--- src/logic/mmc1_defines.svh ---
`ifndef MMC1_DEFINES_SVH
`define MMC1_DEFINES_SVH

// ******************************
// Address widths
// ******************************

// CHR high bit, 4-bit bank and 14-bit offset.
`define MMC1_PRG_ADDR_BITS 19
// 5-bit bank and 12-bit offset.
`define MMC1_CHR_ADDR_BITS 17

// ******************************
// Reset values
// ******************************

// Only the marker bit is set so that five writes fill the register.
`define MMC1_SHIFT_EMPTY 5'b10000
// PRG fix last, CHR 8K, one-screen low.
`define MMC1_CTRL_RESET 5'b01100

// ******************************
// Save-state slots
// ******************************

`define MMC1_SST_SHIFT 3'd0
`define MMC1_SST_CTRL 3'd1
`define MMC1_SST_CHR0 3'd2
`define MMC1_SST_CHR1 3'd3
`define MMC1_SST_PRG 3'd4
`define MMC1_SST_NONE 8'hFF

`endif

--- src/logic/mmc1_pkg.sv ---
package mmc1_pkg;

    // CIRAM A10 source.
    typedef enum logic [1:0] {
        MIR_ONE_LOW    = 2'd0,
        MIR_ONE_HIGH   = 2'd1,
        MIR_VERTICAL   = 2'd2,
        MIR_HORIZONTAL = 2'd3
    } mirroring_e;

    // Modes 0 and 1 both map a 32K window.
    typedef enum logic [1:0] {
        PRG_32K_A     = 2'd0,
        PRG_32K_B     = 2'd1,
        PRG_FIX_FIRST = 2'd2,
        PRG_FIX_LAST  = 2'd3
    } prg_mode_e;

    // Control register layout with the MSB first.
    typedef struct packed {
        logic       chr_mode;
        prg_mode_e  prg_mode;
        mirroring_e mirroring;
    } ctrl_t;

    // A committed word is either a control value or a bank number.
    typedef union packed {
        ctrl_t      ctrl;
        logic [4:0] bank;
    } reg_word_u;

    // Commit target from CPU address bits 14 and 13.
    typedef enum logic [1:0] {
        SEL_CTRL = 2'd0,
        SEL_CHR0 = 2'd1,
        SEL_CHR1 = 2'd2,
        SEL_PRG  = 2'd3
    } reg_sel_e;

    typedef logic [7:0] sst_byte_t;

endpackage

--- src/logic/mmc1_serial_loader.sv ---
`timescale 1ns/1ps
`include "mmc1_defines.svh"

module mmc1_serial_loader (
    input  logic                m2,
    input  logic                rst,
    input  logic [15:0]         cpu_addr,
    input  logic                cpu_rw,
    input  logic [7:0]          cpu_data_in,
    input  logic                sst_enable,
    input  logic                sst_we,
    input  logic [2:0]          sst_addr,
    input  mmc1_pkg::sst_byte_t sst_data_in,
    output logic                commit,
    output mmc1_pkg::reg_sel_e  commit_sel,
    output mmc1_pkg::reg_word_u commit_word,
    output logic                clear,
    output logic [4:0]          shift_value
);

    logic [4:0] shift;
    logic [4:0] shift_next;
    logic       serial_we;

    // Any CPU write to $8000-$FFFF, unless save-state owns the port.
    assign serial_we = !sst_enable && cpu_addr[15] && !cpu_rw;

    // New bit enters at the top; marker bit walks down.
    assign shift_next = {cpu_data_in[0], shift[4:1]};

    // ******************************
    // Commit and clear
    // ******************************

    assign clear = serial_we && cpu_data_in[7];

    // Marker in bit 0 means this is the fifth write.
    assign commit = serial_we && !cpu_data_in[7] && shift[0];

    assign commit_sel = mmc1_pkg::reg_sel_e'(cpu_addr[14:13]);
    assign commit_word.bank = shift_next;
    assign shift_value = shift;

    always_ff @(posedge m2) begin
        if (rst) begin
            shift <= `MMC1_SHIFT_EMPTY;
        end else if (sst_enable) begin
            if (sst_we && sst_addr == `MMC1_SST_SHIFT) begin
                shift <= sst_data_in[4:0];
            end
        end else if (clear || commit) begin
            shift <= `MMC1_SHIFT_EMPTY;
        end else if (serial_we) begin
            shift <= shift_next;
        end
    end

endmodule

--- src/logic/mmc1_bank_regs.sv ---
`timescale 1ns/1ps
`include "mmc1_defines.svh"

module mmc1_bank_regs (
    input  logic                m2,
    input  logic                rst,
    input  logic                commit,
    input  logic [1:0]          commit_sel,
    input  mmc1_pkg::reg_word_u commit_word,
    input  logic                clear,
    input  logic [4:0]          shift_value,
    input  logic                sst_enable,
    input  logic                sst_we,
    input  logic [2:0]          sst_addr,
    input  mmc1_pkg::sst_byte_t sst_data_in,
    output mmc1_pkg::sst_byte_t sst_data_out,
    output mmc1_pkg::ctrl_t     ctrl,
    output logic [4:0]          chr_bank_0,
    output logic [4:0]          chr_bank_1,
    output logic [3:0]          prg_bank
);

    mmc1_pkg::reg_sel_e target;

    assign target = mmc1_pkg::reg_sel_e'(commit_sel);

    // ******************************
    // Register update
    // ******************************

    always_ff @(posedge m2) begin
        if (rst) begin
            ctrl       <= mmc1_pkg::ctrl_t'(`MMC1_CTRL_RESET);
            chr_bank_0 <= '0;
            chr_bank_1 <= '0;
            prg_bank   <= '0;
        end else if (sst_enable) begin
            if (sst_we) begin
                case (sst_addr)
                    `MMC1_SST_CTRL: ctrl <= mmc1_pkg::ctrl_t'(sst_data_in[4:0]);
                    `MMC1_SST_CHR0: chr_bank_0 <= sst_data_in[4:0];
                    `MMC1_SST_CHR1: chr_bank_1 <= sst_data_in[4:0];
                    `MMC1_SST_PRG:  prg_bank <= sst_data_in[3:0];
                    default: ;
                endcase
            end
        end else if (clear) begin
            // Bit 7 write keeps mirroring and CHR mode.
            ctrl.prg_mode <= mmc1_pkg::PRG_FIX_LAST;
        end else if (commit) begin
            case (target)
                mmc1_pkg::SEL_CTRL: ctrl <= commit_word.ctrl;
                mmc1_pkg::SEL_CHR0: chr_bank_0 <= commit_word.bank;
                mmc1_pkg::SEL_CHR1: chr_bank_1 <= commit_word.bank;
                mmc1_pkg::SEL_PRG:  prg_bank <= commit_word.bank[3:0];
                default: ;
            endcase
        end
    end

    // ******************************
    // Save-state readback
    // ******************************

    always_comb begin
        case (sst_addr)
            `MMC1_SST_SHIFT: sst_data_out = {3'b000, shift_value};
            `MMC1_SST_CTRL:  sst_data_out = {3'b000, ctrl};
            `MMC1_SST_CHR0:  sst_data_out = {3'b000, chr_bank_0};
            `MMC1_SST_CHR1:  sst_data_out = {3'b000, chr_bank_1};
            `MMC1_SST_PRG:   sst_data_out = {4'b0000, prg_bank};
            default:         sst_data_out = `MMC1_SST_NONE;
        endcase
    end

endmodule

--- src/logic/mmc1_prg_window.sv ---
`timescale 1ns/1ps
`include "mmc1_defines.svh"

module mmc1_prg_window (
    input  logic [15:0]                    cpu_addr,
    input  logic                           cpu_rw,
    input  mmc1_pkg::ctrl_t                ctrl,
    input  logic [3:0]                     prg_bank,
    input  logic                           chr_high,
    output logic [`MMC1_PRG_ADDR_BITS-1:0] prg_addr,
    output logic                           prg_oe,
    output logic                           prg_we,
    output logic                           wram_ce
);

    logic [3:0] prg_sel;

    // Work RAM at $6000-$7FFF.
    assign wram_ce = cpu_addr[15:13] == 3'b011;

    // ******************************
    // 16K bank select
    // ******************************

    always_comb begin
        case (ctrl.prg_mode)
            mmc1_pkg::PRG_FIX_FIRST: prg_sel = cpu_addr[14] ? prg_bank : 4'h0;
            mmc1_pkg::PRG_FIX_LAST:  prg_sel = cpu_addr[14] ? 4'hF : prg_bank;
            // 32K modes ignore the low bank bit.
            default:                 prg_sel = {prg_bank[3:1], cpu_addr[14]};
        endcase
    end

    always_comb begin
        if (wram_ce) begin
            prg_addr = {{(`MMC1_PRG_ADDR_BITS - 13){1'b0}}, cpu_addr[12:0]};
        end else begin
            prg_addr = {chr_high, prg_sel, cpu_addr[13:0]};
        end
    end

    // ROM is read-only, so only WRAM gets a write strobe.
    assign prg_oe = cpu_rw && (cpu_addr[15] || wram_ce);
    assign prg_we = !cpu_rw && wram_ce;

endmodule

--- src/logic/mmc1_chr_window.sv ---
`timescale 1ns/1ps
`include "mmc1_defines.svh"

module mmc1_chr_window (
    input  logic [13:0]                    ppu_addr,
    input  logic                           ppu_rd,
    input  logic                           ppu_wr,
    input  logic                           chr_ram,
    input  mmc1_pkg::ctrl_t                ctrl,
    input  logic [4:0]                     chr_bank_0,
    input  logic [4:0]                     chr_bank_1,
    output logic [`MMC1_CHR_ADDR_BITS-1:0] chr_addr,
    output logic                           chr_ce,
    output logic                           chr_oe,
    output logic                           chr_we,
    output logic                           ciram_ce,
    output logic                           ciram_a10
);

    logic [4:0] chr_sel;

    // ******************************
    // 4K bank select
    // ******************************

    always_comb begin
        if (!ctrl.chr_mode) begin
            // In 8K mode bank 0 picks an even/odd pair.
            chr_sel = {chr_bank_0[4:1], ppu_addr[12]};
        end else begin
            chr_sel = ppu_addr[12] ? chr_bank_1 : chr_bank_0;
        end
    end

    assign chr_addr = {chr_ram ? {4'b0000, ppu_addr[12]} : chr_sel, ppu_addr[11:0]};

    // Pattern tables below $2000, nametables above.
    assign ciram_ce = !ppu_addr[13];
    assign chr_ce   = ciram_ce;
    assign chr_oe   = !ppu_rd;
    assign chr_we   = chr_ram && !ppu_wr;

    always_comb begin
        case (ctrl.mirroring)
            mmc1_pkg::MIR_ONE_LOW:  ciram_a10 = 1'b0;
            mmc1_pkg::MIR_ONE_HIGH: ciram_a10 = 1'b1;
            mmc1_pkg::MIR_VERTICAL: ciram_a10 = ppu_addr[10];
            default:                ciram_a10 = ppu_addr[11];
        endcase
    end

endmodule

--- src/logic/mmc1_mapper.sv ---
`timescale 1ns/1ps
`include "mmc1_defines.svh"

module mmc1_mapper (
    input  logic                           m2,
    input  logic                           rst,
    // CPU bus
    input  logic [15:0]                    cpu_addr,
    input  logic                           cpu_rw,
    input  logic [7:0]                     cpu_data_in,
    output logic [`MMC1_PRG_ADDR_BITS-1:0] prg_addr,
    output logic                           prg_oe,
    output logic                           prg_we,
    output logic                           wram_ce,
    // PPU bus
    input  logic [13:0]                    ppu_addr,
    input  logic                           ppu_rd,
    input  logic                           ppu_wr,
    input  logic                           chr_ram,
    output logic [`MMC1_CHR_ADDR_BITS-1:0] chr_addr,
    output logic                           chr_ce,
    output logic                           chr_oe,
    output logic                           chr_we,
    output logic                           ciram_ce,
    output logic                           ciram_a10,
    // Save-state port
    input  logic                           sst_enable,
    input  logic                           sst_we,
    input  logic [2:0]                     sst_addr,
    input  logic [7:0]                     sst_data_in,
    output logic [7:0]                     sst_data_out
);

    logic       commit;
    logic [1:0] commit_sel;
    logic [4:0] commit_word;
    logic       clear;
    logic [4:0] shift_value;
    logic [4:0] ctrl;
    logic [4:0] chr_bank_0;
    logic [4:0] chr_bank_1;
    logic [3:0] prg_bank;

    // ******************************
    // Serial port and registers
    // ******************************

    mmc1_serial_loader u_loader (
        .m2          (m2),
        .rst         (rst),
        .cpu_addr    (cpu_addr),
        .cpu_rw      (cpu_rw),
        .cpu_data_in (cpu_data_in),
        .sst_enable  (sst_enable),
        .sst_we      (sst_we),
        .sst_addr    (sst_addr),
        .sst_data_in (sst_data_in),
        .commit      (commit),
        .commit_sel  (commit_sel),
        .commit_word (commit_word),
        .clear       (clear),
        .shift_value (shift_value)
    );

    mmc1_bank_regs u_regs (
        .m2           (m2),
        .rst          (rst),
        .commit       (commit),
        .commit_sel   (commit_sel),
        .commit_word  (commit_word),
        .clear        (clear),
        .shift_value  (shift_value),
        .sst_enable   (sst_enable),
        .sst_we       (sst_we),
        .sst_addr     (sst_addr),
        .sst_data_in  (sst_data_in),
        .sst_data_out (sst_data_out),
        .ctrl         (ctrl),
        .chr_bank_0   (chr_bank_0),
        .chr_bank_1   (chr_bank_1),
        .prg_bank     (prg_bank)
    );

    // ******************************
    // Address windows
    // ******************************

    // CHR bank 0 bit 4 doubles as the 256K PRG select.
    mmc1_prg_window u_prg (
        .cpu_addr (cpu_addr),
        .cpu_rw   (cpu_rw),
        .ctrl     (ctrl),
        .prg_bank (prg_bank),
        .chr_high (chr_bank_0[4]),
        .prg_addr (prg_addr),
        .prg_oe   (prg_oe),
        .prg_we   (prg_we),
        .wram_ce  (wram_ce)
    );

    mmc1_chr_window u_chr (
        .ppu_addr   (ppu_addr),
        .ppu_rd     (ppu_rd),
        .ppu_wr     (ppu_wr),
        .chr_ram    (chr_ram),
        .ctrl       (ctrl),
        .chr_bank_0 (chr_bank_0),
        .chr_bank_1 (chr_bank_1),
        .chr_addr   (chr_addr),
        .chr_ce     (chr_ce),
        .chr_oe     (chr_oe),
        .chr_we     (chr_we),
        .ciram_ce   (ciram_ce),
        .ciram_a10  (ciram_a10)
    );

endmodule

--- config.mk ---
export PLATFORM = sky130hd
export DESIGN_NAME = mmc1_mapper
export DESIGN_NICKNAME = d
export VERILOG_FILES = /design/src/logic/mmc1_pkg.sv /design/src/logic/mmc1_serial_loader.sv /design/src/logic/mmc1_bank_regs.sv /design/src/logic/mmc1_prg_window.sv /design/src/logic/mmc1_chr_window.sv /design/src/logic/mmc1_mapper.sv
export VERILOG_INCLUDE_DIRS = /design/src /design/src/logic
export SDC_FILE = /design/constraint.sdc
export NUM_CORES = 1
export LEC_CHECK = 0
export ABC_CLOCK_PERIOD_IN_PS = 1800
export BUFFER_PORTS_ARGS = -buffer_cell sky130_fd_sc_hd__buf_2
export CAP_MARGIN = 15
export CORE_MARGIN = 3
export CORE_UTILIZATION = 45
export CTS_BUF_LIST = sky130_fd_sc_hd__clkbuf_4
export DETAILED_ROUTE_END_ITERATION = 16
export GPL_TIMING_DRIVEN = 0
export PLACE_DENSITY = 0.8
export SYNTH_ARGS = -nofsm -noshare
export SYNTH_HDL_FRONTEND = slang
export SYNTH_SLANG_ARGS = --single-unit
--- constraint.sdc ---
create_clock -name m2 -period 1.8 [get_ports m2]
set_input_delay 0.09 -clock m2 [delete_from_list [all_inputs] [get_ports m2]]
set_output_delay 0.09 -clock m2 [all_outputs]
set_load 0.02 [all_outputs]
After elaboration in Yosys (flattened, before gate mapping)
Cells that the tools add are included.

storage, ports and cells
  output and inout bits = 52
  register bits after elaboration = 24

cells by class
  equal/unequal tests = 19
  multiplexer cells = 39
  reductions and logical operators = 34

operators with widths
  cell                                                 number
  2-to-1 mux 5 bit                                     24
  case mux 8 bit (5 select lines)                      1
  2-to-1 mux 4 bit                                     8
  AND reduction 5 bit                                  4
  2-to-1 mux 19 bit                                    1
  != test 2 x 1 -> 1 bit, second input constant        6
  equality test 2 bit, second input constant           5
  nonzero test 2 bit                                   5
  equality test 3 x 2 -> 1 bit, second input constant  3
  logical AND 1 bit                                    9
  nonzero test 3 bit                                   3
  case mux 4 bit (2 select lines)                      1
  logical NOT 1 bit                                    6
  equality test 2 x 1 -> 1 bit, second input constant  2
  logical NOT 2 bit                                    2
  2-to-1 mux 2 bit                                     2
  AND reduction 4 bit                                  1
  equality test 3 x 1 -> 1 bit, second input constant  1
  equality test 3 bit, second input constant           1
  logical NOT 3 bit                                    1
  case mux 1 bit (3 select lines)                      1
  logical OR 1 bit                                     2
  != test 2 bit, second input constant                 1
  AND reduction 2 bit                                  1
  2-to-1 mux 1 bit                                     1

Longest topological paths before layout
  word-level depth = 8
  depth in mapped cells = 6
  mapped depth without buffers = 4

Cells and area by module
Synthesis repeated with hierarchy kept, for this count alone.

second synthesis, totals
  cell total of the unflattened synthesis = 255
  area, all modules = 2,119.5 um^2

modules (own cells, without submodules)
  module              area each (um^2)  instances  cells an instance
  mmc1_bank_regs      1,202.4           1          135
  mmc1_serial_loader  411.6             1          47
  mmc1_prg_window     255.2             1          37
  mmc1_chr_window     250.2             1          36

Least setup slack after synthesis
OpenSTA, ideal clock, no wires.

  path type = reg-to-reg
  from = register u_loader.shift[0] (netlist: u_loader.shift_value[0])
  to = register, netlist name u_regs.ctrl[2]
  data arrival time = 1.369 ns
  setup time = 0.120 ns
  setup slack = 0.311 ns
  period minus slack after synthesis = 1.489 ns
  cell stages (with the launch flop) = 5
  cell sequence = dfxtp_1 or3b_2 o22ai_4 mux2i_1 nand2_1

on the way
  cells in the longest elaborated chain, start to end = 3

RTL lines
  element                        line                      text
  start: declaration             mmc1_serial_loader.sv:21  logic [4:0] shift;
  start signal: assignment       mmc1_serial_loader.sv:46  shift <= `MMC1_SHIFT_EMPTY;
  start signal: assignment       mmc1_serial_loader.sv:49  shift <= sst_data_in[4:0];
  start signal: assignment       mmc1_serial_loader.sv:52  shift <= `MMC1_SHIFT_EMPTY;
  logical AND 1 bit              mmc1_serial_loader.sv:38  assign commit = serial_we && !cpu_data_in[7] && shift[0];
  nonzero test 3 bit (no line)   n/a
  AND reduction 4 bit (no line)  n/a

No other way between the ends.
A chain may end at the register's enable or synchronous reset.

Worst setup path after layout
  from = register u_loader.shift[0] (netlist: u_loader.shift_value[0])
  to = register, netlist name u_regs.ctrl[3]

on the way
  cells in the longest elaborated chain, start to end = 3

RTL lines
  element                        line
  logical AND 1 bit              mmc1_serial_loader.sv:38
  nonzero test 3 bit (no line)   n/a
  AND reduction 4 bit (no line)  n/a

No other way between the ends.

==> out/metrics.cfg <==
[status]
outcome = finished, final reports clean

[synth]
syn_inst = 228
syn_nets = 285
synth-seq-cells = 24
synth_cell_types = 38
synth.yosys.seq_area_share_pct = 25.9
synth_area_um2 = 1850
synth_edf_count = 0
ys.warnings.count = 0
synth_top_flop_cell = dfxtp_1
postSynthAreaPerCell_um2 = 8.13
async_flop_share_pct = 0

[die]
core_um2 = 3830
rows = 22
die_y_um = 70.2
fp.dieArea_um2 = 4920
pin_count = 109
die_w_um = 70.2
start_util_pct = 48.4

[setup_path]
crit_end = u_regs.ctrl[3]
required_ps = 2020
crit_type = flip-flop to flip-flop
r2r-start = u_loader.shift_value[0]
cp-startpoint = u_loader.shift_value[0]
cp-end-kind = flip-flop
cp.arrival_ps = 1910
r2r-end = u_regs.ctrl[3]
crit_chain = or3b_2 > o22ai_4 > mux2i_1 > nand2_1
cp-start-kind = flip-flop
r2r_setup_slack_ps = 100
crit_path_max_fanout = 8
reg2reg_depth = 4
slowest_stage = dfxtp_1
slowest_delay_ps = 520

[power]
powerDensity_nw_per_um2 = 520
peakVddDrop_mv = 0.443
p_leak_nw = 1.08
p_total_mw = 1.20

[route]
via_per_inst = 5.20
antenna_left = 0
wl_per_cell_um = 13.8
routed_wl_um = 4880
drc = 0
drt-initial-drc-count = 65
num_vias = 1835
firstDrtPassIters = 4

[sta]
fin_crit_ps = 1700
slew_violations = 0
worst_pin_slew_ps = 579
setup_viol = 0
rsz0062_at_grt = false
period_share_pct = 94.2
finalSetupTns_ps = 0
fin_skew_ps = 3.55
final_hold_viol_count = 0
layout_setup_ws_ps = 104
slew_headroom_pct = 60.9
clock.fmax_mhz = 590

[finish]
final_core_util_pct = 60.2
fin_nets = 363
postLayoutCellArea_um2 = 2300
final_cell_mix = buf_2 (75), buf_4 (29), dfxtp_1 (24), mux2i_1 (23), nand2b_1 (20)
drive_gt1_share_pct = 39.7
area_growth_pct = 24.4
diodes = 0
mostFrequentLayoutCell = buf_2

[placed_design]
dpl_cell_area_um2 = 2280
post-place-ws_ps = 136
portBuffers = 73
hpwlAfterDp_um = 3950
gp_congestion = 0.893

[clock_tree]
cts_tree = done
cts_sinks = 24
cts_buffers = 3
cts_max_level = 1
clock_latency_ps = 310
cts-resized-gates = 0
cts.path.max_buffers = 2
clkTransAtPathRegs_ps = 130
holdBufCountCts = 0
cts_root_buffer = clkbuf_4
post_cts_buffers = 0

[flow_run]
cap_violations = 0

[global_route]
gr-usage-all-layers_pct = 19.6
grt_pass1_vias = 1670
grt_max_degree = 14
grt_pass1_wl_um = 7960
antenna_found_initial = 0
grt.overflow.total = 0

[min_path]
hp-class = input port to flip-flop
min_from = cpu_data_in[7]

layer usage:
layer  share of wire (%)  wire length (um)  global-route usage [%]  vias to the layer above
li1                    -                 -                       -                      930
met5                   0                 0                       0                        -
met4                0.96                47                    4.68                        0
met3                 9.8               476                    3.31                        4
met2                  46              2250                    31.9                       95
met1                  43              2100                    27.0                      806
worst max-delay path: cells and delay by family (launching register included):
kind	cells	cell delay, ps
AND/OR/NAND/NOR	2	580
AO/OA/AOI/OAI	1	270
multiplexers	1	230
flip-flops	1	520
stage by stage:
step,hold slack [ps],cells
final,57.8,353
after global routing,49.1,353
after CTS,34.0,353
after detailed placement,377,349
after global placement,372,349
after floorplan,222,228
cell families (layout without fill, tap and decap cells):
group	Yosys count	count (layout)	share of synthesized area (%)
AO/OA/AOI/OAI	54	54	20.1
buffers and inverters	50	127	16.1
flip-flops	24	24	25.9
multiplexers	30	30	16.7
AND/OR/NAND/NOR	70	70	21.2
Yosys cell counts, types with 6 or more instances:
| library cell | number | share of area, % |
|---|---|---|
| mux2_2 | 7 | 4.3 |
| mux2i_1 | 23 | 12 |
| nand2_1 | 10 | 2.0 |
| buf_4 | 29 | 12 |
| clkbuf_1 | 8 | 1.6 |
| nor2_1 | 15 | 3.0 |
| inv_1 | 11 | 2.2 |
| nand2b_1 | 20 | 6.8 |
| a21oi_1 | 11 | 3.0 |
| o21ai_0 | 17 | 4.6 |
| dfxtp_1 | 24 | 26 |
| nor3_1 | 6 | 1.6 |
final cells by class:
| cell class | instances | area [um^2] |
|---|---|---|
| Buffer | 39 | 258 |
| Inverter | 11 | 41.3 |
| Sequential cell | 24 | 480 |
| Multi-Input combinational cell | 154 | 1070 |
| Clock buffer | 3 | 22.5 |
| Fill cell | 356 | 1520 |
| Tap cell | 48 | 60.1 |
| Clock inverter | 1 | 3.75 |
| Timing Repair Buffer | 73 | 365 |
registers in the layout (all words and copies together) (netlist names):
name                  cells
u_regs.chr_bank_1         5
u_regs.ctrl               5
u_regs.prg_bank           4
u_regs.chr_bank_0         5
u_loader.shift_value      5
report_power, final:
group / switching (mW) / leakage [nW] / internal (mW)
Clock: 0.159 / 0.0154 / 0.0812
Sequential: 0.0141 / 0.194 / 0.543
Combinational: 0.230 / 0.872 / 0.169
Total: 0.404 / 1.08 / 0.793
worst min path at each step:
stage	slack, ps	end	depth (start not counted)
2_1_floorplan	220	u_regs.ctrl[2]	2
3_3_place_gp	370	u_regs.ctrl[3]	3
3_5_place_dp	380	u_regs.ctrl[3]	3
4_1_cts	30	u_regs.ctrl[3]	3
5_1_grt	50	u_regs.ctrl[2]	3
6_report	60	u_regs.ctrl[2]	3
No activity file was read; power rests on OpenSTA's default activity.
